## src/audio_pkg.sv

```systemverilog
////////////////////////////////////////
// sample and gain formats for the audio
// mixing datapath, imported by every
// module that handles audio words
////////////////////////////////////////

`default_nettype none

package audio_pkg;

  localparam int AUDIO_WIDTH = 16;  // signed sample bits
  localparam int GAIN_WIDTH  = 16;  // unsigned gain bits
  localparam int Q_BITS      = 14;  // fractional gain bits

  typedef logic signed [AUDIO_WIDTH-1:0] sample_t;
  typedef logic        [GAIN_WIDTH-1:0]  gain_t;

  // gain integer that scales by exactly one
  localparam gain_t UNITY_GAIN = gain_t'(1 << Q_BITS);

  // saturation limits
  localparam sample_t SAMPLE_MAX = 16'sh7fff;
  localparam sample_t SAMPLE_MIN = 16'sh8000;

endpackage

`default_nettype wire

```

## src/mix_ctrl_pkg.sv

```systemverilog
////////////////////////////////////////
// control encodings: channel pan routing
// and I2S transmitter FSM states
////////////////////////////////////////

`default_nettype none

package mix_ctrl_pkg;

  // one routing bit per channel
  typedef enum logic {
    PAN_LEFT  = 1'b0,
    PAN_RIGHT = 1'b1
  } pan_e;

  // transmitter sequencer
  typedef enum logic [1:0] {
    IDLE       = 2'd0,  // waiting for first bit clock fall
    LEFT_SLOT  = 2'd1,  // lrclk low
    RIGHT_SLOT = 2'd2   // lrclk high
  } tx_state_e;

endpackage

`default_nettype wire

```

## src/i2s_tx.sv

```systemverilog
////////////////////////////////////////
// I2S transmitter, pops one stereo word
// per frame at the lrclk falling edge;
// sends silence and flags underrun if empty
////////////////////////////////////////

`default_nettype none

module i2s_tx #(
  parameter int BCLK_DIV = 2  // clk cycles per bclk half period
) (
  input  wire                     clk,
  input  wire                     rst_n,
  input  wire                     not_empty,
  input  wire audio_pkg::sample_t rd_left,
  input  wire audio_pkg::sample_t rd_right,
  output logic                    pop,
  input  wire                     status_clear,
  output logic                    i2s_bclk,
  output logic                    i2s_lrclk,
  output logic                    i2s_sdata,
  output logic                    underrun
);

  import audio_pkg::*;
  import mix_ctrl_pkg::*;

  localparam int DIV_W   = $clog2(BCLK_DIV + 1);
  localparam int BIT_W   = $clog2(AUDIO_WIDTH);
  localparam int SHIFT_W = 2 * AUDIO_WIDTH;

  logic [DIV_W-1:0]   div_cnt;
  logic               tick;
  logic               bclk_fall;
  tx_state_e          state;
  logic [BIT_W-1:0]   bit_cnt;    // bclk periods within the slot
  logic               slot_end;
  logic               frame_start;
  logic [SHIFT_W-1:0] shift_q;

  ////////////////////////////////////////
  // bit clock
  ////////////////////////////////////////
  assign tick      = div_cnt == DIV_W'(BCLK_DIV - 1);
  assign bclk_fall = tick && i2s_bclk;

  always_ff @(posedge clk or negedge rst_n) begin
    if (!rst_n) begin
      div_cnt  <= '0;
      i2s_bclk <= 1'b0;
    end else if (tick) begin
      div_cnt  <= '0;
      i2s_bclk <= ~i2s_bclk;
    end else begin
      div_cnt <= div_cnt + 1'b1;
    end
  end

  ////////////////////////////////////////
  // frame sequencer
  ////////////////////////////////////////
  assign slot_end    = bit_cnt == BIT_W'(AUDIO_WIDTH - 1);
  assign frame_start = bclk_fall && (state == IDLE || (state == RIGHT_SLOT && slot_end));
  assign pop         = frame_start && not_empty;
  assign i2s_lrclk   = state == RIGHT_SLOT;  // moves only on bclk falls

  always_ff @(posedge clk or negedge rst_n) begin
    if (!rst_n) begin
      state   <= IDLE;
      bit_cnt <= '0;
    end else if (bclk_fall) begin
      case (state)
        IDLE: begin
          state   <= LEFT_SLOT;
          bit_cnt <= '0;
        end
        LEFT_SLOT: begin
          if (slot_end) state <= RIGHT_SLOT;
          bit_cnt <= slot_end ? '0 : bit_cnt + 1'b1;
        end
        RIGHT_SLOT: begin
          if (slot_end) state <= LEFT_SLOT;
          bit_cnt <= slot_end ? '0 : bit_cnt + 1'b1;
        end
        default: state <= IDLE;
      endcase
    end
  end

  ////////////////////////////////////////
  // serializer
  ////////////////////////////////////////
  // sdata trails the shift register by one bclk, which gives the
  // I2S one bit delay after each lrclk edge
  always_ff @(posedge clk or negedge rst_n) begin
    if (!rst_n) begin
      shift_q   <= '0;
      i2s_sdata <= 1'b0;
      underrun  <= 1'b0;
    end else begin
      if (bclk_fall) begin
        i2s_sdata <= shift_q[SHIFT_W-1];
        if (frame_start) begin
          shift_q <= not_empty ? {rd_left, rd_right} : '0;  // silence when empty
        end else begin
          shift_q <= shift_q << 1;
        end
      end
      underrun <= (status_clear ? 1'b0 : underrun) | (frame_start & ~not_empty);
    end
  end

endmodule

`default_nettype wire

```

## config.mk

```make
export PLATFORM = sky130hd
export DESIGN_NAME = i2s_tx
export DESIGN_NICKNAME = d
export VERILOG_FILES = /design/src/audio_pkg.sv /design/src/mix_ctrl_pkg.sv /design/src/i2s_tx.sv
export SDC_FILE = /design/constraint.sdc
export NUM_CORES = 1
export LEC_CHECK = 0
export BUFFER_PORTS_ARGS = -buffer_cell sky130_fd_sc_hd__buf_4
export CAP_MARGIN = 15
export CORE_ASPECT_RATIO = 0.7
export CORE_MARGIN = 5
export CORE_UTILIZATION = 41
export CTS_BUF_LIST = sky130_fd_sc_hd__clkbuf_2 sky130_fd_sc_hd__clkbuf_4 sky130_fd_sc_hd__clkbuf_8
export DETAILED_ROUTE_END_ITERATION = 6
export SYNTH_ARGS = -nofsm -noshare
export SYNTH_HDL_FRONTEND = slang
export SYNTH_SLANG_ARGS = --single-unit
```

## constraint.sdc

```tcl
create_clock -name clk -period 1.4 [get_ports clk]
set_input_delay 0.14 -clock clk [delete_from_list [all_inputs] [get_ports clk]]
set_output_delay 0.14 -clock clk [all_outputs]
set_load 0.02 [all_outputs]
```

# --- Word-level counts from Yosys, hierarchy flattened ---
# Cells that the tools add are included.
classes:
  add_sub_neg: 2
  n_eq_ne: 6
  muxes: 9
  n_bitwise: 4
  n_reduce_logical: 10
op_table:
  columns: ["cell", "n"]
  rows:
  - ["$mux 32", 2]
  - ["$pmux 4 s2", 1]
  - ["$mux 2", 3]
  - ["$pmux 2 s3", 1]
  - ["$add 4x1->4 const B", 1]
  - ["$eq 2x1->1 const B", 2]
  - ["$eq 4x4->1 const B", 1]
  - ["$logic_and 1x1->1", 4]
  - ["$mux 4", 1]
  - ["$reduce_and 3->1", 1]
  - ["$add 2x1->2 const B", 1]
  - ["$eq 2x2->1 const B", 1]
  - ["$logic_not 2->1", 1]
  - ["$ne 2x1->1 const B", 1]
  - ["$ne 2x2->1 const B", 1]
  - ["$not 1->1", 2]
  - ["$reduce_and 2->1", 1]
  - ["$reduce_bool 2->1", 1]
  - ["$reduce_or 2->1", 1]
  - ["$and 1x1->1", 1]
  - ["$logic_or 1x1->1", 1]
  - ["$mux 1", 1]
  - ["$or 1x1->1", 1]
totals:
  ff_bits: 43
  word_cells: 38

# --- Depth between registers and ports, before layout ---
# Gate-level depths: netlist of run 1.
depth:
  word_depth: 6
  depth_mapped: 6
  mapped_depth_nobuf: 5

# --- Worst setup path before layout of run 1 ---
# OpenSTA, ideal clock, no wires.
synth_timing:
  path_type: "register -> register"
  from: "register state[0]"
  to: "register shift_q[27]"
  setup_time_ns: 0.077
  arrival_time_ns: 1.477
  required_ns: 1.323
  slack_ns: -0.155
  path_stages_with_launch: 7
  n_path_buf: 1
  period_less_slack_ns: 1.555
  cell_sequence: "dfrtp_1 inv_1 ha_1 a41oi_2 buf_2 a21oi_1 a21oi_1"
synth_via:
  elab_chain_len: 5
  elab_cells_between_ends: 6
  cone_classes: "eq/ne (1); mux (1); reduce/logical (4)"
synth_lines:
  columns: ["item", "line", "source"]
  rows:
  - ["start: declaration", "i2s_tx.sv:35", "tx_state_e state;"]
  - ["start signal: assignment", "i2s_tx.sv:69", "state <= IDLE;"]
  - ["start signal: assignment", "i2s_tx.sv:74", "state <= LEFT_SLOT;"]
  - ["start signal: assignment", "i2s_tx.sv:78", "if (slot_end) state <= RIGHT_SLOT;"]
  - ["$eq 2x2->1", null, null]
  - ["named net i2s_lrclk", "i2s_tx.sv:20", "output logic i2s_lrclk,"]
  - ["$logic_and 1x1->1", "i2s_tx.sv:63", "assign frame_start = bclk_fall && (state == IDLE || (state == RIGHT_SLOT && slot_end));"]
  - ["$logic_or 1x1->1", "i2s_tx.sv:63", null]
  - ["$logic_and 1x1->1", "i2s_tx.sv:63", null]
  - ["$mux 32", "i2s_tx.sv:103", "if (frame_start) begin"]
  - ["end signal: assignment", "i2s_tx.sv:104", "shift_q <= not_empty ? {rd_left, rd_right} : '0;"]
  - ["end signal: assignment", "i2s_tx.sv:106", "shift_q <= shift_q << 1;"]
  - ["end: declaration", "i2s_tx.sv:39", "logic [SHIFT_W-1:0] shift_q;"]
# The timed path passes the listed nets, and every way through them passes these cells.
# A chain may end at the register's enable or synchronous reset.

# --- Worst setup path in the final report of run 1 ---
layout_timing:
  from: "register state[1]"
  to: "output port pop"
layout_via:
  elab_chain_len: 5
  elab_cells_between_ends: 6
  cone_classes: "eq/ne (1); reduce/logical (5)"
layout_lines:
  columns: ["item", "line", "source"]
  rows:
  - ["$eq 2x2->1", "i2s_tx.sv:63", null]
  - ["$logic_and 1x1->1", "i2s_tx.sv:63", null]
  - ["$logic_or 1x1->1 (*)", "i2s_tx.sv:63", null]
  - ["$logic_and 1x1->1 (*)", "i2s_tx.sv:63", null]
  - ["$logic_and 1x1->1 (*)", "i2s_tx.sv:64", "assign pop = frame_start && not_empty;"]
  - ["end: declaration", "i2s_tx.sv:17", "output logic pop,"]
# Every way passes the cells marked *; elsewhere a longest branch is shown, timed or not.

==> reports/results.ini, run 1 <==
[status]
status=finished, violations left
violations=setup timing

[floorplanning]
initial_core_util_pct=42.86
core.rowCount=21
die-area_um2=6630
core_area_um2=4861
ios=41
die_h_um=69.64
chipWidth_um=95.20

[grt]
grt_max_degree=44
grt_pass1_vias=1907
grt_use_total_pct=17.97
antenna_found_initial=0
grt_first_pass_wirelength_um=9487
overflow=0

[critical_path]
crit_path_end_kind=output pin
critPathLaunchType=flop
cp_max_fo=3
crit_required_ns=1.26
critPathKind=reg -> out
critPathBufInv=1
worst-path-stages=4
arrival_ns=1.49
crit_family=flip-flops
cp_cell_sequence=ha_4 -> a41o_4 -> and3_4 -> buf_6
critPathSlowestCell=dfrtp_2
r2r_cells=8
max_stage_delay_ns=0.45

[sta]
maxSlewViolCount=0
rsz0062_at_grt=yes
fmax_ghz=0.6137
slew-limit-headroom_pct=63.04
worstMarginPinSlew_ns=0.5544
final_hold_viol_count=0
timing.final.crit_share_pct=116.4
setup_viol=36
setup_ws_ns=-0.2295
whs_ns=0.03039
min_period_ns=1.630
finClkSkew_ns=0.003707

[clock_network]
clock_path_buffers=2
numCtsBuffers=5
clock-sinks=43
clock_latency_ns=0.30
cts_tree=built
clk_pin_slew_ns=0.08
htree_levels=2
cts_root_buffer=clkbuf_8

[routing]
drc=0
ant_nets=0
drt-total-wl_um=5796
top_layer_used=met4
firstDrtPassIters=4
routed-wl-met3_um=363
met1Wirelength_um=2767
wl_met2_um=2609
dr.first_iter.drc_count=97
vias_per_cell=5.504
wl_per_cell_um=16.06
vias=1987

[layout]
fin_area_um2=3118
drive_gt1_share_pct=46.92
nNetsFinal=333
utilization_pct=64.14
diodes=0
area_growth_pct=49.67

[power_and_ir_drop]
max-vdd-ir-drop_v=0.0005552
power_density_nw_per_um2=730.1
p_leak_nw=1.304

[worst_hold_path]
hold_class=in -> reg
whs_path_depth=2

[synth]
synth_cell_type_count=26
netlist_area_um2=2083
syn_area_per_cell_um2=9.018
synthCells=231
synth_warnings=0
synth_nets=273
ys_seq_area_share_pct=51.65
ys_ff_latch=43

[place]
portBuffers=40
dpl.hpwl_um=3373
gp_congestion=0.7927
placed_area_um2=2560

[job]
drv_cap=0

==> worst register-to-register path, delay by kind of cell, from the launching register on <==
family / cells / cell delay, ns
buffers and inverters: 4 / 0.57
DFF: 1 / 0.40
adders and majority gates: 1 / 0.16
AOI/OAI and AO/OA: 3 / 0.37
==> cells by family (layout without fill, tap and decap cells) <==
group,after synthesis,after routing,synth area share [%]
buffers and inverters,22,83,5.105
and+or+nand+nor,81,81,18.08
AOI/OAI and AO/OA,77,77,20.60
adders and majority gates,6,6,3.604
xor gates and xnor gates,1,1,0.4205
muxes,1,1,0.5405
DFF,43,43,51.65
==> metrics by stage <==
step	setup TNS, ns	std cells	setup WS, ns	total power [mW]
global route	-7.343	361	-0.2699	2.369
CTS	-5.790	360	-0.2340	2.270
finish	-5.594	361	-0.2295	2.277
detailed placement	-1.346	342	-0.05738	1.469
floorplan	0	231	0.01593	1.355
global placement	-0.3869	342	-0.03806	1.468
==> per-layer routing <==
| metal | track usage, % | vias to the layer above |
|---|---|---|
| met5 | 0 | - |
| met3 | 4.338 | 8 |
| met2 | 26.14 | 50 |
| met4 | 4.800 | 0 |
| li1 | - | 935 |
| met1 | 26.41 | 994 |
==> path summary, 6_finish.rpt <==
kind | start | endpoint | slack [ns]
worst max-delay path | state[1] | pop | -0.23
worst min-delay path | status_clear | underrun | 0.03
worst max register to register | state[0] | shift_q[30] | -0.20
worst min register to register | shift_q[31] | i2s_sdata | 0.51
max in group asynchronous | rst_n | state[1] | 0.61
min in group asynchronous | rst_n | shift_q[9] | 0.38
==> cells in the final DEF, fill, tap and decap left out, types with 3 or more instances in the layout <==
master    synthesis  final
a21oi_1          63     22
a21oi_2           0     38
a21oi_4           0      3
buf_12            0      4
buf_4             4     57
buf_6             0      8
clkbuf_8          0      5
dfrtp_1          43     42
ha_4              0      5
nand2_1           5      5
nand3_1          34     34
nor2_1           32     32
o21ai_0           5      3
o31ai_1           3      3
==> cell usage after synthesis <==
library cell | n | share of area, %
a2111oi_0 | 1 | 0.42
a21oi_1 | 63 | 15
a41o_2 | 1 | 0.54
a41oi_2 | 1 | 0.78
and3_1 | 2 | 0.60
and3b_1 | 1 | 0.42
buf_2 | 7 | 1.7
buf_4 | 4 | 1.4
clkbuf_1 | 7 | 1.3
dfrtp_1 | 43 | 52
ha_1 | 6 | 3.6
inv_1 | 4 | 0.72
mux2_2 | 1 | 0.54
nand2_1 | 5 | 0.90
nand2b_1 | 2 | 0.60
nand3_1 | 34 | 8.2
nand3b_1 | 2 | 0.72
nand4_1 | 1 | 0.30
nor2_1 | 32 | 5.8
nor2b_1 | 2 | 0.60
o21ai_0 | 5 | 1.2
o21ai_1 | 1 | 0.24
o311ai_1 | 1 | 0.42
o31ai_1 | 3 | 1.1
o32ai_2 | 1 | 0.78
xnor2_1 | 1 | 0.42
==> repair_timing <==
action                     4_1_cts  5_1_grt
hold buffers                     1        0
buffers inserted                 7        3
pin swaps                       20       13
hold endpoints to repair        43        0
setup endpoints to repair       35       39
cloned                           2        1
gates resized for setup         37       48
==> power by group <==
part	internal, mW	switching [mW]	leakage (nW)	total (mW)
combinational	0.0859	0.0766	0.709	0.162
sequential	1.27	0.0249	0.550	1.30
clock	0.369	0.447	0.0446	0.816
==> flip-flops by register name (all words and copies together), names as in the netlist <==
signal / cells
underrun: 1
bit_cnt: 4
div_cnt: 2
state: 2
shift_q: 32
i2s_bclk: 1
i2s_sdata: 1
==> cell type report <==
class,count,area [um^2]
inverters,4,15.01
repair buffers,71,633.1
multi-input cells,166,1217
well taps,69,86.33
flip-flops and latches,43,1077
clock buffers,6,76.32
fillers,390,1743
clock inverters,2,12.51
Note: power is estimated with default switching activity, not from simulation.
==> run 2: changes to the inputs <==
--- a/config.mk
+++ b/config.mk
@@ -7,11 +7,14 @@
 export LEC_CHECK = 0
 export BUFFER_PORTS_ARGS = -buffer_cell sky130_fd_sc_hd__buf_4
 export CAP_MARGIN = 15
+export CELL_PAD_IN_SITES_DETAIL_PLACEMENT = 1
+export CELL_PAD_IN_SITES_GLOBAL_PLACEMENT = 1
 export CORE_ASPECT_RATIO = 0.7
 export CORE_MARGIN = 5
-export CORE_UTILIZATION = 41
+export CORE_UTILIZATION = 38
 export CTS_BUF_LIST = sky130_fd_sc_hd__clkbuf_2 sky130_fd_sc_hd__clkbuf_4 sky130_fd_sc_hd__clkbuf_8
 export DETAILED_ROUTE_END_ITERATION = 6
+export PLACE_DENSITY_LB_ADDON = 0.1
 export SYNTH_ARGS = -nofsm -noshare
 export SYNTH_HDL_FRONTEND = slang
 export SYNTH_SLANG_ARGS = --single-unit
==> run 2 against run 1 <==
Compared with the run above:
- the flow still finishes with violations (setup timing)
- sequential share of layout area shrank 2.4 points
- critical path depth grew 3
- maximum frequency decreased by 3.1%
- non-clock buffer count rose by 12
- routed wire length rose by 28%
- combinational power is essentially flat
- clock skew grew 0.0061 ns
==> reports/results.ini, run 2 (synthesized netlist as in run 1, its figures left out) <==
[place]
post-place-ws_ns=-0.1286  ; was -0.05738 ns
gp_congestion=0.7240  ; was 0.7927
dpl.hpwl_um=3994  ; was 3373 um
dp.cells=349  ; was 342
placed_area_um2=2594  ; was 2560 um^2
portBuffers=40  ; unchanged

[grt]
antenna_found_initial=0  ; unchanged
overflow=0  ; unchanged
grt_use_total_pct=19.70  ; was 17.97%
grt_first_pass_wirelength_um=11010  ; was 9487 um
grt_max_degree=44  ; unchanged
grt_pass1_vias=2151  ; was 1907

[critical_path]
cp_max_fo=8  ; was 3
crit_required_ns=1.62  ; was 1.26 ns
r2r_cells=7  ; was 8
cp_cell_sequence=inv_2 -> ha_4 -> a41o_4 -> buf_4 -> buf_4 -> nand3_1 -> a21oi_1  ; was ha_4 -> a41o_4 -> and3_4 -> buf_6
max_stage_delay_ns=0.41  ; was 0.45 ns
critPathLaunchType=flop  ; unchanged
reg2reg_slack_ns=-0.28  ; was -0.20 ns
startpoint=state[0]  ; was state[1]
worstReg2RegEnd=shift_q[16]  ; was shift_q[30]
r2r-start=state[0]  ; unchanged
critPathKind=reg -> reg  ; was reg -> out
crit_top_cell=buf_4
crit_path_end_kind=flop  ; was output pin
critPathSlowestCell=dfrtp_1  ; was dfrtp_2
critPathBufInv=3  ; was 1
crit_family=buffers and inverters  ; was flip-flops
arrival_ns=1.91  ; was 1.49 ns

[clock_network]
numCtsBuffers=5  ; unchanged
clock_latency_ns=0.31  ; was 0.30 ns
cts_root_buffer=clkbuf_8  ; unchanged
htree_levels=2  ; unchanged
clock-sinks=43  ; unchanged
cts_tree=built  ; unchanged
clk_pin_slew_ns=0.09  ; was 0.08 ns
clock_path_buffers=2  ; unchanged

[layout]
nNetsFinal=345  ; was 333
mostFrequentLayoutCell=buf_4  ; unchanged
mostFrequentLayoutCells=65 x buf_4, 42 x dfrtp_1, 35 x a21oi_2  ; was 57 x buf_4, 42 x dfrtp_1, 38 x a21oi_2
drive_gt1_share_pct=50.33  ; was 46.92%
fin_cells=376  ; was 361
largest_reg_flops=32  ; unchanged
top_regs=shift_q x32, bit_cnt x4  ; unchanged
fillers=583  ; was 390
top_register=shift_q  ; unchanged
diodes=0  ; unchanged
seq_area_um2=1077  ; unchanged
fin_area_um2=3349  ; was 3118 um^2
multi_input_area_um2=1266  ; was 1217 um^2
area_growth_pct=60.78  ; was 49.67%

[routing]
dr.first_iter.drc_count=85  ; was 97
drc=0  ; unchanged
drt-total-wl_um=7430  ; was 5796 um
wl_per_cell_um=19.76  ; was 16.06 um
vias_per_cell=5.407  ; was 5.504
vias=2033  ; was 1987
ant_nets=0  ; unchanged
firstDrtPassIters=4  ; unchanged

[sta]
min_period_ns=1.682  ; was 1.630 ns
setup_ws_ns=-0.2821  ; was -0.2295 ns
setup_viol=38  ; was 36
worstMarginPinSlew_ns=0.5576  ; was 0.5544 ns
tns_ns=-7.718  ; was -5.594 ns
slew-limit-headroom_pct=62.82  ; was 63.04%
fmax_ghz=0.5945  ; was 0.6137 GHz
rsz0062_at_grt=yes  ; unchanged
finClkSkew_ns=0.009854  ; was 0.003707 ns
timing.final.crit_share_pct=120.1  ; was 116.4%
maxSlewViolCount=0  ; unchanged
final_hold_viol_count=0  ; unchanged

[worst_hold_path]
whs_path_depth=2  ; unchanged
hold_start=status_clear  ; unchanged
holdPathEnd=underrun  ; unchanged
hold_class=in -> reg  ; unchanged

[power_and_ir_drop]
max-vdd-ir-drop_v=0.0004750  ; was 0.0005552 V
total_power_mw=2.667  ; was 2.277 mW
p_leak_nw=1.404  ; was 1.304 nW
power_density_nw_per_um2=796.4  ; was 730.1 nW/um^2

[floorplanning]
core_area_um2=5285  ; was 4861 um^2
core.rowCount=22  ; was 21
die-area_um2=7087  ; was 6630 um^2
ios=41  ; unchanged
chipWidth_um=98.50  ; was 95.20 um
initial_core_util_pct=39.42  ; was 42.86%
die_h_um=71.95  ; was 69.64 um

[job]
drv_cap=0  ; unchanged

[status]
violations=setup timing  ; unchanged
status=finished, violations left  ; unchanged

## run 2: repair_timing
item,CTS,global route
setup buffers,7,11
cloned,3,1
setup endpoints to repair,36,41
gates resized for setup,41,52
hold endpoints to repair,43,0
hold buffers,1,0
pin swaps,27,44
## run 2: layout make-up
class / count / area share, %
clock buffer: 6 / 2.279
clock inverter: 2 / 1.793
inverter: 4 / 0.4483
multi-input combinational: 166 / 37.80
sequential: 43 / 32.16
tap: 72 / 2.690
timing repair buffer: 83 / 22.82
## run 2: routing by layer
layer | part of all wire (%) | track usage (%) | vias up | wire [um]
li1 | - | - | 958 | -
met3 | 3.7 | 4.323 | 11 | 272
met1 | 45 | 27.16 | 1024 | 3341
met4 | 1.2 | 5.152 | 0 | 88
met2 | 50 | 31.69 | 40 | 3726
met5 | 0 | 0 | - | 0
## run 2: worst max path at each step
stage | slack (ns) | end | depth (start not counted)
3_5_place_dp | -0.13 | shift_q[12] | 6
6_report | -0.28 | shift_q[16] | 7
2_1_floorplan | 0.02 | shift_q[27] | 6
5_1_grt | -0.34 | shift_q[16] | 7
3_3_place_gp | -0.06 | shift_q[12] | 6
4_1_cts | -0.27 | pop | 5
## run 2: metrics by stage
| step | utilization [%] | hold WS (ns) |
|---|---|---|
| finish | 63.38 | 0.03871 |
| global route | 63.38 | 0.03097 |
| CTS | 57.69 | 0.03456 |
| detailed placement | 49.08 | 0.1694 |
| global placement | 49.08 | 0.1799 |
| floorplan | - | -0.1556 |
## run 2: worst register-to-register path: stages, from the launching register on
cell and delay [ns]:
dfrtp_1 0.41, inv_2 0.13, ha_4 0.17, a41o_4 0.22, buf_4 0.18, buf_4 0.18
nand3_1 0.11, a21oi_1 0.21
## run 2: power by group
group | total, mW | switching, mW | internal, mW
clock | 1.20 | 0.469 | 0.733
sequential | 1.30 | 0.0275 | 1.27
combinational | 0.164 | 0.0788 | 0.0855
total | 2.67 | 0.575 | 2.09
