[src/audio_pkg.sv]
////////////////////////////////////////
// sample and gain formats for the audio
// mixing datapath, imported by every
// module that handles audio words
////////////////////////////////////////

`default_nettype none

package audio_pkg;

  localparam int AUDIO_WIDTH = 16;  // signed sample bits
  localparam int GAIN_WIDTH  = 16;  // unsigned gain bits
  localparam int Q_BITS      = 14;  // fractional gain bits

  typedef logic signed [AUDIO_WIDTH-1:0] sample_t;
  typedef logic        [GAIN_WIDTH-1:0]  gain_t;

  // gain integer that scales by exactly one
  localparam gain_t UNITY_GAIN = gain_t'(1 << Q_BITS);

  // saturation limits
  localparam sample_t SAMPLE_MAX = 16'sh7fff;
  localparam sample_t SAMPLE_MIN = 16'sh8000;

endpackage

`default_nettype wire

[src/sample_fifo.sv]
////////////////////////////////////////
// stereo sample FIFO between mixer and
// I2S transmitter; full pushes are
// dropped and latched as overrun
////////////////////////////////////////

`default_nettype none

module sample_fifo #(
  parameter int FIFO_DEPTH = 8  // power of two
) (
  input  wire                     clk,
  input  wire                     rst_n,
  input  wire                     push,
  input  wire audio_pkg::sample_t wr_left,
  input  wire audio_pkg::sample_t wr_right,
  input  wire                     pop,
  output audio_pkg::sample_t      rd_left,
  output audio_pkg::sample_t      rd_right,
  output logic                    not_empty,
  input  wire                     status_clear,
  output logic                    overrun
);

  import audio_pkg::*;

  localparam int ADDR_W = $clog2(FIFO_DEPTH);

  sample_t           mem_left  [FIFO_DEPTH];
  sample_t           mem_right [FIFO_DEPTH];
  logic [ADDR_W-1:0] wr_ptr;
  logic [ADDR_W-1:0] rd_ptr;
  logic [ADDR_W:0]   count;
  logic              full;
  logic              do_push;
  logic              do_pop;

  assign full      = count == (ADDR_W + 1)'(FIFO_DEPTH);
  assign not_empty = count != '0;
  assign do_push   = push && !full;
  assign do_pop    = pop && not_empty;

  // head word, shows a push one cycle later
  assign rd_left  = mem_left[rd_ptr];
  assign rd_right = mem_right[rd_ptr];

  always_ff @(posedge clk) begin
    if (do_push) begin
      mem_left[wr_ptr]  <= wr_left;
      mem_right[wr_ptr] <= wr_right;
    end
  end

  always_ff @(posedge clk or negedge rst_n) begin
    if (!rst_n) begin
      wr_ptr  <= '0;
      rd_ptr  <= '0;
      count   <= '0;
      overrun <= 1'b0;
    end else begin
      if (do_push) wr_ptr <= wr_ptr + 1'b1;  // wraps at depth
      if (do_pop)  rd_ptr <= rd_ptr + 1'b1;
      case ({do_push, do_pop})
        2'b10:   count <= count + 1'b1;
        2'b01:   count <= count - 1'b1;
        default: count <= count;
      endcase
      overrun <= (status_clear ? 1'b0 : overrun) | (push & full);
    end
  end

endmodule

`default_nettype wire

[config.mk]
export PLATFORM = sky130hd
export DESIGN_NAME = sample_fifo
export DESIGN_NICKNAME = d
export VERILOG_FILES = /design/src/audio_pkg.sv /design/src/sample_fifo.sv
export SDC_FILE = /design/constraint.sdc
export NUM_CORES = 1
export LEC_CHECK = 0
export ABC_AREA = 1
export BUFFER_PORTS_ARGS = -buffer_cell sky130_fd_sc_hd__buf_2
export CORE_MARGIN = 5
export CORE_UTILIZATION = 45
export CTS_CLUSTER_DIAMETER = 40
export CTS_CLUSTER_SIZE = 25
export DETAILED_ROUTE_END_ITERATION = 16
export MAX_ROUTING_LAYER = met4
export PLACE_DENSITY = 0.72
export SYNTH_ARGS = -nofsm -noshare
export SYNTH_HDL_FRONTEND = slang
export SYNTH_SLANG_ARGS = --single-unit
export TNS_END_PERCENT = 100
[constraint.sdc]
create_clock -name clk -period 4.72 [get_ports clk]
set_clock_uncertainty 0.1 [all_clocks]
set_input_delay 0.944 -clock clk [delete_from_list [all_inputs] [get_ports clk]]
set_output_delay 0.944 -clock clk [all_outputs]
set_load 0.005 [all_outputs]
Yosys cells after proc, flatten, opt, wreduce, memory -nomap -nowiden --
Memory sizes are Yosys's and may differ from the RTL's. Cells that the tools add are included.
Word-level totals: bits in registers 11, memory bits (writable) 256, output and inout bits 34, word-level logic and storage cells 24, memories 2
Memory list:
- mem_left | words 8, width 16, rd ports 1, clocked after Yosys merged registers in 0, wr ports 1, RTL line sample_fifo.sv:29 | sample_t mem_left [FIFO_DEPTH];
- mem_right | words 8, width 16, rd ports 1, clocked after Yosys merged registers in 0, wr ports 1, RTL line sample_fifo.sv:30 | sample_t mem_right [FIFO_DEPTH];
Cells by class: $add $sub $neg 4, equal/unequal tests 3, mux-type cells 4, bitwise logic cells 2, reduce and logical (&&, ||, !) cells 5
Operators with widths (number):
- $pmux 4 s2 | 1
- $add 3x1->3 const B | 2
- $add 4x1->4 const B | 1
- $eq 4x4->1 const B | 1
- $reduce_bool 4->1 | 1
- $sub 4x1->4 const B | 1
- $mux 1 | 3
- $eq 2x1->1 const B | 1
- $eq 2x2->1 const B | 1
- $logic_and 1x1->1 | 2
- $reduce_bool 2->1 | 1
- $and 1x1->1 | 1
- $logic_not 1->1 | 1
- $or 1x1->1 | 1

Logic depth before layout (Yosys ltp) --
Gate-level depths: netlist of run 1.
depth in word-level cells 5, mapped depth 12

Least setup slack after synthesis of run 1 --
OpenSTA, ideal clock, no wires.
path type input to register, from input port push, to memory mem_left[4][0] (netlist name), enable pin, setup time 0.461 ns, arrival 3.410 ns, data required time 4.159 ns, setup slack 0.749 ns, stages 3, path buffers 1, path through nand2_1 > buf_4 > nor3_1
Between the ends: longest elaborated chain between the ends 3
Ends and longest elaborated chain:
- start: declaration | RTL line sample_fifo.sv:14 | input wire push,
- $logic_and 1x1->1 | RTL line sample_fifo.sv:40 | assign do_push = push && !full;
- $mux 1 | RTL line sample_fifo.sv:48 | if (do_push) begin
- $mux 1 (implied by the code) | RTL line sample_fifo.sv:49 | mem_left[wr_ptr] <= wr_left;
- end: declaration | RTL line sample_fifo.sv:29
Every way passes these cells.

Worst setup path in the final report of run 1 --
from register rd_ptr[0], to output port rd_left[4]
Between the ends: longest elaborated chain between the ends 1
Ends and longest elaborated chain:
- start: declaration | RTL line sample_fifo.sv:32 | logic [ADDR_W-1:0] rd_ptr;
- start signal: assignment | RTL line sample_fifo.sv:62 | if (do_pop) rd_ptr <= rd_ptr + 1'b1;
- $mem_v2 8x16
- end: declaration | RTL line sample_fifo.sv:18 | output audio_pkg::sample_t rd_left,
Every way passes these cells.

==> results of run 1 <==
-- per-stage QoR --
| step | instances | hold WS [ns] | worst slack (ns) | power, mW |
|---|---|---|---|---|
| floorplan | 1189 | 0.3777 | 0.7486 | 5.185 |
| global placement | 1563 | 0.4005 | 1.603 | 5.870 |
| detailed placement | 1563 | 0.4169 | 1.606 | 5.966 |
| CTS | 1617 | 0.1535 | 1.000 | 8.312 |
| global route | 1620 | 0.1666 | 0.7900 | 8.843 |
| finish | 1620 | 0.1720 | 1.058 | 8.224 |
-- power groups by stage --
stage	registers [mW]	logic (mW)	clock network, mW
2_1_floorplan	3.12	2.06	0
3_3_place_gp	3.22	2.65	0
3_5_place_dp	3.23	2.73	0
4_1_cts	3.18	2.75	2.38
5_1_grt	3.22	3.14	2.48
6_report	3.18	2.71	2.33
-- cell usage in the layout (no fill, tap or decap) --
cell type / Yosys / routed
inv_1: 142 / 142
buf_12: 0 / 1
dfrtp_2: 0 / 1
diode_2: 0 / 3
inv_2: 1 / 1
xnor2_1: 4 / 4
or2_2: 1 / 1
nand2_1: 440 / 440
o21ai_0: 4 / 4
fa_1: 1 / 1
nor2_1: 258 / 258
o22ai_1: 1 / 1
inv_16: 0 / 1
inv_6: 0 / 4
edfxtp_1: 256 / 256
nor3_2: 0 / 8
buf_2: 22 / 70
clkbuf_16: 0 / 29
clkinvlp_4: 0 / 1
buf_4: 4 / 18
clkinv_4: 0 / 2
nand3_1: 5 / 5
inv_8: 0 / 10
dfrtp_4: 0 / 1
inv_12: 0 / 3
ha_1: 5 / 5
dfrtp_1: 11 / 9
xor2_1: 2 / 2
clkinv_8: 0 / 4
-- routing by layer --
layer / up-vias / GRT usage (%) / share of wire [%]
li1: 3852 / - / -
met1: 3503 / 21.31 / 44
met2: 182 / 27.45 / 49
met3: 44 / 2.518 / 4.5
met4: 0 / 5.546 / 2.3
met5: - / - / 0
-- cells by family (layout without fill, tap and decap cells) --
logic type               Yosys count  after routing  synth area share (%)
AND/OR/NAND/NOR                  712            712                 23.05
flip-flops                       267            267                 68.20
buffers and inverters            193            286                 7.372
adder cells (fa/ha/maj)            6              6                0.7073
XOR/XNOR                           6              6                0.4501
AO/OA/AOI/OAI                      5              5                0.2251
other                              0              3                     0
-- flip-flops by register name (all words and copies together) (netlist names) --
signal     flops
rd_ptr         3
overrun        1
count          4
mem_left     128
mem_right    128
wr_ptr         3
-- how the worst max path moves through the flow --
stage,depth (start not counted),from,endpoint,slack [ns]
global placement,8,rd_ptr[0]$_DFFE_PN0P_,rd_left[4],1.60
CTS,8,rd_ptr[0]$_DFFE_PN0P_,rd_left[9],1.00
floorplan,3,push,mem_left[4][0]$_DFFE_PP_,0.75
finish,8,rd_ptr[0]$_DFFE_PN0P_,rd_left[4],1.06
detailed placement,8,rd_ptr[0]$_DFFE_PN0P_,rd_left[4],1.61
global route,8,rd_ptr[0]$_DFFE_PN0P_,rd_left[10],0.79
-- cell type report --
cell class / instances / area, µm² / area share [%]
diodes: 3 / 7.507 / 0.05618
clock buffers: 29 / 725.7 / 5.431
clock inverters: 25 / 306.5 / 2.294
inverters: 143 / 536.8 / 4.017
multi-input cells: 729 / 2893 / 21.65
flip-flops and latches: 267 / 7968 / 59.63
well taps: 335 / 419.2 / 3.137
repair buffers: 89 / 505.5 / 3.783
==> flow_metrics.env, run 1 <==
export IMPL_rsz0062_at_grt="no"
export IMPL_cts_sinks=267
export IMPL_vias_per_cell=4.680
export IMPL_ys_warn_count=0
export IMPL_placed_cell_area_mm2=0.01232
export IMPL_port_buffers=70
export IMPL_intPower_mw=5.129
export IMPL_worstPathRequired_ns=3.68
export IMPL_antenna_found_initial=3
export IMPL_fmax_mhz=273.0
export IMPL_io_pins=71
export IMPL_relSlewSlack_pct=34.56
export IMPL_wl_per_cell_um=14.53
export IMPL_crit_type="register to primary output"
export IMPL_hp_class="input port to async pin"
export IMPL_final_area_mm2=0.01336
export IMPL_fin_nets=1302
export IMPL_synth_nets=1232
export IMPL_core_area_mm2=0.02584
export IMPL_r2r_slack_ns=2.21
export IMPL_seq_power_share_pct=38.7
export IMPL_cp_max_fo=83
export IMPL_ant_nets=0
export IMPL_die_h_um=171.1
export IMPL_period_needed_ns=3.662
export IMPL_cts_tree="done"
export IMPL_cp_slowest_cell="dfrtp_4"
export IMPL_chipWidth_um=171.1
export IMPL_p_sw_share_pct=37.63
export IMPL_syn_area_mm2=0.01168
export IMPL_drive_gt1_share_pct=12.09
export IMPL_power_switching_mw=3.095
export IMPL_syn_to_final_growth_pct=14.43
export IMPL_clkPwrFrac_pct=28.4
export IMPL_crit_chain="buf_4 > nor2_1 > nor2_1 > nand2_1 > nand2_1 > nand2_1 > nand2_1 > buf_2"
export IMPL_end_kind="primary output"
export IMPL_leakagePower_nw=5.851
export IMPL_crit_family="flip-flops"
export IMPL_cts_htree_levels=1
export IMPL_hold_viol_final=0
export IMPL_grt_max_degree=84
export IMPL_grt_ovfl_total=0
export IMPL_cts_resized=0
export IMPL_drt_first_pass_iters=5
export IMPL_synth_top_cell_area_share_pct=65.84
export IMPL_synthArstFlopShare_pct=4.120
export IMPL_n_fill_cell=2225
export IMPL_timing_worst_slew_pin_value_ns=0.9806
export IMPL_grt_pass1_wl_um=37650
export IMPL_synth_seq_cells=267
export IMPL_root_buffer="clkbuf_16"
export IMPL_start_util_pct=45.19
export IMPL_power_per_cell_area_mw_per_mm2=615.5
export IMPL_ys_top_cells_by_count="440 x nand2_1, 258 x nor2_1, 256 x edfxtp_1"
export IMPL_yosysMostFrequentCell="nand2_1"
export IMPL_drtIter0Drc=560
export IMPL_yosysSeqAreaShare_pct=68.20
export IMPL_postSynthAreaPerCell_um2=9.820
export IMPL_ir_worst_vdd_mv=0.4126
export IMPL_reg2reg_to="count[3]$_DFFE_PN0P_"
export IMPL_wl_um=23530
export IMPL_clock_path_buffers=3
export IMPL_syn_inst=1189
export IMPL_setup_violations=0
export IMPL_synth_top_cell_by_area="edfxtp_1"
export IMPL_tns_ns=0
export IMPL_utilization_pct=51.71
export IMPL_startpoint_type="register"
export IMPL_timing_rr_start="count[1]$_DFFE_PN0P_"
export IMPL_synth_edf_count=256
export IMPL_dieArea_mm2=0.02927
export IMPL_gp_congestion=0.7494
export IMPL_clock_latency_ns=0.54
export IMPL_status="complete, no violations"
export IMPL_grt_usage_pct=16.65
export IMPL_min_period_over_period_pct=77.60
export IMPL_clkTransAtPathRegs_ns=0.07
export IMPL_reg2regPathDepth=10
export IMPL_cp_num_buf_inv=2
export IMPL_post_cts_setup_buffer_count=0
export IMPL_vias=7581
export IMPL_grt_pass1_vias=7366
export IMPL_drc=0
export IMPL_path_common_cell="nand2_1"
export IMPL_ys_flop_type="edfxtp_1"
export IMPL_numCtsBuffers=29
export IMPL_cap_violations=0
export IMPL_max_stage_delay_ns=0.97
export IMPL_cts_hold_buffers=0
export IMPL_combPwrFrac_pct=33.0
export IMPL_synthTopCellsByArea="edfxtp_1 66%, nand2_1 14%, nor2_1 8.3%"
export IMPL_hpwl_um=12890
export IMPL_num_rows=59
export IMPL_cp_data_arrival_time_ns=2.62
export IMPL_slew_violations=0
export IMPL_yosysUniqueCellTypes=21
Note: power is estimated with default switching activity, not from simulation.
==> inputs of run 2 (changes only) <==
==> constraint.sdc (replaced) <==
create_clock -name clk -period 3.72 [get_ports clk]
set_clock_uncertainty 0.1 [all_clocks]
set_input_delay 0.744 -clock clk [delete_from_list [all_inputs] [get_ports clk]]
set_output_delay 0.744 -clock clk [all_outputs]
set_load 0.005 [all_outputs]
==> run 2 against run 1 <==
Effect of this change: global-route usage decreased by 0.31 points; clock power up 31%; first-iteration DRC count shrank 20%.
==> flow_metrics.env, run 2 (synthesis gave the netlist of run 1 again) <==
export IMPL_vias_per_cell=4.642
export IMPL_chipWidth_um=171.1
export IMPL_hold_path_cell_count=2
export IMPL_grt_ovfl_total=0
export IMPL_finalPower_mw=10.57
export IMPL_hp_class="input port to register"
export IMPL_start_util_pct=45.19
export IMPL_die_h_um=171.1
export IMPL_cts_tree="done"
export IMPL_fin_nets=1304
export IMPL_io_pins=71
export IMPL_placed_cell_area_mm2=0.01237
export IMPL_power_per_cell_area_mw_per_mm2=787.4
export IMPL_gp_congestion=0.7841
export IMPL_end_kind="primary output"
export IMPL_num_rows=59
export IMPL_drive_gt1_share_pct=11.78
export IMPL_cts_sinks=267
export IMPL_ant_nets=0
export IMPL_ir_worst_vdd_mv=0.5955
export IMPL_reg2regPathDepth=10
export IMPL_slew_violations=0
export IMPL_root_buffer="clkbuf_16"
export IMPL_leakagePower_nw=5.874
export IMPL_cts_htree_levels=1
export IMPL_startpoint_type="register"
export IMPL_top_regs="mem_left: 128 flops, mem_right: 128 flops, count: 4 flops"
export IMPL_drt_first_pass_iters=5
export IMPL_cap_violations=0
export IMPL_cts_resized=0
export IMPL_cp_max_fo=72
export IMPL_wl_um=23040
export IMPL_rsz0062_at_grt="no"
export IMPL_setup_violations=0
export IMPL_crit_type="register to primary output"
export IMPL_place_ws_ns=1.054
export IMPL_final_area_mm2=0.01343
export IMPL_post_cts_setup_buffer_count=0
export IMPL_grt_usage_pct=16.34
export IMPL_fin_ws_ns=0.5260
export IMPL_fmax_mhz=313.1
export IMPL_cp_data_arrival_time_ns=2.35
export IMPL_status="complete, no violations"
export IMPL_vias=7520
export IMPL_core_area_mm2=0.02584
export IMPL_relSlewSlack_pct=41.99
export IMPL_drtIter0Drc=447
export IMPL_final_cell_mix="440 x nand2_1, 258 x nor2_1, 256 x edfxtp_1"
export IMPL_numCtsBuffers=28
export IMPL_antenna_found_initial=3
export IMPL_syn_to_final_growth_pct=15.01
export IMPL_period_needed_ns=3.194
export IMPL_clock_path_buffers=3
export IMPL_grt_pass1_vias=7136
export IMPL_grt_pass1_wl_um=36610
export IMPL_fin_cells=1620
export IMPL_hold_viol_final=0
export IMPL_clkTransAtPathRegs_ns=0.06
export IMPL_dieArea_mm2=0.02927
export IMPL_min_period_over_period_pct=85.86
export IMPL_final_common_cell="nand2_1"
export IMPL_wl_per_cell_um=14.22
export IMPL_hpwl_um=13010
export IMPL_drc=0
export IMPL_grt_max_degree=79
export IMPL_port_buffers=70
export IMPL_worstPathRequired_ns=2.88
export IMPL_timing_worst_slew_pin_value_ns=0.8702
export IMPL_clock_latency_ns=0.53
export IMPL_place_inst=1565
-- run 2: power by group --
part	leakage, nW	internal [mW]	switching (mW)
clock	0.498	1.92	1.13
combinational	2.92	1.21	2.32
sequential	2.46	3.78	0.216
-- run 2: final timing paths --
check                                       from                    end  slack (ns)
max                        rd_ptr[0]$_DFFE_PN0P_            rd_right[5]        0.53
min in group asynchronous                  rst_n  rd_ptr[0]$_DFFE_PN0P_        0.51
min reg2reg                 count[0]$_DFFE_PN0P_   count[0]$_DFFE_PN0P_        0.43
max in group asynchronous                  rst_n  rd_ptr[0]$_DFFE_PN0P_        2.78
min                                 status_clear      overrun$_DFF_PN0_        0.30
max reg2reg                 count[1]$_DFFE_PN0P_   count[3]$_DFFE_PN0P_        1.20
-- run 2: cell type report --
class                      instances  area [µm²]
tap                              335       419.2
timing repair buffer              92       568.0
sequential                       267        7968
clock inverter                    19       300.3
clock buffer                      32       737.0
antenna                            3       7.507
multi-input combinational        729        2893
fill                            2196       12410
inverter                         143       536.8
-- run 2: what timing repair did --
item	in CTS	in global routing
hold buffers	1	0
endpoints found under the hold margin	11	0
setup endpoints to repair	0	0
-- run 2: through the flow --
step	setup TNS [ns]	hold slack [ns]	utilization, %
6_report	0	0.2999	51.98
5_1_grt	0	0.2976	51.98
4_1_cts	0	0.2792	51.95
3_5_place_dp	0	0.4078	47.89
3_3_place_gp	0	0.4099	47.89
2_1_floorplan	-13.15	0.3484	-
-- run 2: critical path, stage by stage (launching register included) --
cell and delay (ns):
dfrtp_4 0.79, buf_12 0.34, nor2_1 0.12, nor2_1 0.13, nand2_1 0.07, nand2_1 0.06
nand2_1 0.04, nand2_1 0.11, buf_2 0.12
-- run 2: metal layers --
metal	track usage, %	routed length (µm)	share of wire (%)
met4	4.891	461	2.0
met1	20.30	9868	43
met3	2.472	1062	4.6
met5	-	0	0
met2	27.88	11650	51
==> inputs of run 3 (changes only) <==
--- a/config.mk
+++ b/config.mk
@@ -13,7 +13,8 @@
 export CTS_CLUSTER_SIZE = 25
 export DETAILED_ROUTE_END_ITERATION = 16
 export MAX_ROUTING_LAYER = met4
-export PLACE_DENSITY = 0.72
+export PLACE_DENSITY = 0.74
+export SLEW_MARGIN = 30
 export SYNTH_ARGS = -nofsm -noshare
 export SYNTH_HDL_FRONTEND = slang
 export SYNTH_SLANG_ARGS = --single-unit
==> constraint.sdc (replaced) <==
create_clock -name clk -period 2.8 [get_ports clk]
set_clock_uncertainty 0.1 [all_clocks]
set_input_delay 0.56 -clock clk [delete_from_list [all_inputs] [get_ports clk]]
set_output_delay 0.56 -clock clk [all_outputs]
set_load 0.005 [all_outputs]
==> run 3 against run 2 <==
Effect of this change: final area increased by 3.0%; setup slack got worse by 0.43 ns; cell count increased by 1.0%; global-route usage increased by 1.4 points; hold slack got worse by 0.17 ns; combinational power increased by 43%; die area unchanged; first-iteration DRC count increased by 28%; clock-buffer cell count increased by 9; sequential share of layout area decreased by 1.7 points; flip-flop and latch count unchanged; critical endpoint is now rd_left[15]; largest power group unchanged.
==> flow_metrics.env, run 3 (synthesis gave the netlist of run 1 again) <==
export IMPL_status="complete, no violations"
export IMPL_utilization_pct=53.53
export IMPL_vias=7741
export IMPL_dieArea_mm2=0.02927
export IMPL_p_sw_share_pct=34.54
export IMPL_hold_viol_final=0
export IMPL_clock_path_buffers=3
export IMPL_grt_usage_pct=17.73
export IMPL_power_per_cell_area_mw_per_mm2=1092
export IMPL_relSlewSlack_pct=60.09
export IMPL_start_util_pct=45.19
export IMPL_seq_power_share_pct=34.8
export IMPL_cts_sinks=267
export IMPL_chipWidth_um=171.1
export IMPL_clkTransAtPathRegs_ns=0.06
export IMPL_max_stage_delay_ns=0.60
export IMPL_clock_latency_ns=0.51
export IMPL_cp_max_fo=28
export IMPL_grt_pass1_wl_um=39630
export IMPL_path_common_cell="nand2_1"
export IMPL_clkPwrFrac_pct=31.8
export IMPL_port_buffers=70
export IMPL_numCtsBuffers=34
export IMPL_crit_chain="buf_4 > buf_12 > nor2_1 > nor2_1 > nand2_1 > nand2_1 > nand2_1 > nand2_1 > buf_2"
export IMPL_drc=0
export IMPL_hpwl_um=13280
export IMPL_drive_gt1_share_pct=12.70
export IMPL_grt_pass1_vias=7692
export IMPL_end_kind="primary output"
export IMPL_wl_per_cell_um=15.14
export IMPL_cp_slowest_cell="dfrtp_4"
export IMPL_cts_tree="done"
export IMPL_io_pins=71
export IMPL_syn_to_final_growth_pct=18.44
export IMPL_hp_class="input port to register"
export IMPL_ir_worst_vdd_mv=0.5269
export IMPL_placed_cell_area_mm2=0.01250
export IMPL_setup_violations=0
export IMPL_timing_worst_slew_pin_value_ns=0.5987
export IMPL_period_needed_ns=2.701
export IMPL_die_h_um=171.1
export IMPL_cap_violations=0
export IMPL_final_area_mm2=0.01383
export IMPL_vias_per_cell=4.729
export IMPL_core_area_mm2=0.02584
export IMPL_startpoint_type="register"
export IMPL_cp_num_buf_inv=3
export IMPL_wl_um=24780
export IMPL_finalPower_mw=15.10
export IMPL_crit_type="register to primary output"
export IMPL_cts_htree_levels=2
export IMPL_tns_ns=0
export IMPL_fin_nets=1316
export IMPL_ant_nets=0
export IMPL_power_switching_mw=5.216
export IMPL_grt_max_degree=61
export IMPL_antenna_found_initial=3
export IMPL_intPower_mw=9.884
export IMPL_fmax_mhz=370.3
export IMPL_cp_data_arrival_time_ns=2.04
export IMPL_gp_congestion=0.8089
export IMPL_drt_first_pass_iters=6
export IMPL_leakagePower_nw=6.035
export IMPL_top_regs="mem_left: 128 flops, mem_right: 128 flops, count: 4 flops"
export IMPL_slew_violations=0
export IMPL_num_rows=59
export IMPL_drtIter0Drc=573
export IMPL_grt_ovfl_total=0
export IMPL_final_cell_mix="440 x nand2_1, 258 x nor2_1, 256 x edfxtp_1"
export IMPL_combPwrFrac_pct=33.5
export IMPL_cts_resized=0
export IMPL_min_period_over_period_pct=96.45
export IMPL_final_common_cell="nand2_1"
export IMPL_rsz0062_at_grt="no"
export IMPL_worstPathRequired_ns=2.14
export IMPL_crit_family="flip-flops"
export IMPL_root_buffer="clkbuf_16"
==> run 3: cell types whose count changed in the layout (fill, tap and decap cells not counted), sizes merged <==
cell      delta
clkbuf       +9
clkinvlp     +2
inv          -1
buf          +6
clkinv       +1
==> run 3: metrics by stage <==
| stage | instances | hold slack (ns) | worst slack [ns] |
|---|---|---|---|
| global route | 1637 | 0.1304 | 0.0002087 |
| global placement | 1567 | 0.3437 | 0.5494 |
| CTS | 1631 | 0.1071 | 0.03588 |
| detailed placement | 1567 | 0.3481 | 0.5039 |
| finish | 1637 | 0.1313 | 0.09939 |
| floorplan | 1189 | 0.1644 | -0.7874 |
==> run 3: timing repair <==
| item | CTS | global route |
|---|---|---|
| endpoints found under the setup margin | 17 | 15 |
| endpoints found under the hold margin | 11 | 0 |
| hold buffers | 1 | 0 |
| buffers inserted | 1 | 3 |
==> run 3: area by class of cell <==
type / instances / area, µm²
Fill cell: 2159 / 12010
Sequential cell: 267 / 7969
Multi-Input combinational cell: 729 / 2893
Clock buffer: 41 / 940.9
Timing Repair Buffer: 98 / 733.2
Inverter: 143 / 536.8
Tap cell: 335 / 419.2
Clock inverter: 21 / 330.3
Antenna cell: 3 / 7.507
==> run 3: worst register-to-register path, cell delays in order, from the launching register on <==
cell,delay [ns]
dfrtp_1,0.42
nor2_1,0.13
nand3_1,0.10
nand2_1,0.18
inv_1,0.09
ha_1,0.25
ha_1,0.32
or2_2,0.31
nand2_1,0.07
nand2_1,0.04
nand3_1,0.06
nand2_1,0.05
==> run 3: power groups by stage <==
stage | Clock, mW | Combinational [mW] | Sequential, mW
after floorplan | 0 | 3.48 | 5.26
after global placement | 0 | 4.81 | 5.35
final | 4.80 | 5.06 | 5.25
after CTS | 4.86 | 5.05 | 5.27
after detailed placement | 0 | 4.93 | 5.38
after global routing | 5.03 | 5.78 | 5.30
==> run 3: final timing paths <==
| check | endpoint | slack (ns) | from | depth (start not counted) |
|---|---|---|---|---|
| worst max-delay path | rd_left[15] | 0.1 | rd_ptr[0]$_DFFE_PN0P_ | 9 |
| worst min register to register | overrun$_DFF_PN0_ | 0.43 | overrun$_DFF_PN0_ | 2 |
| min in group asynchronous | count[3]$_DFFE_PN0P_ | 0.34 | rst_n | 2 |
| worst min-delay path | overrun$_DFF_PN0_ | 0.13 | status_clear | 2 |
| max in group asynchronous | rd_ptr[0]$_DFFE_PN0P_ | 2.03 | rst_n | 2 |
| worst max register to register | count[3]$_DFFE_PN0P_ | 0.58 | count[0]$_DFFE_PN0P_ | 11 |
==> run 3: per-layer routing <==
layer / GRT usage [%] / vias up / wire length [µm]
met2: 29.68 / 208 / 12280
met3: 3.997 / 40 / 1590
li1: - / 3876 / -
met5: - / - / 0
met1: 21.77 / 3617 / 10390
met4: 5.064 / 0 / 510
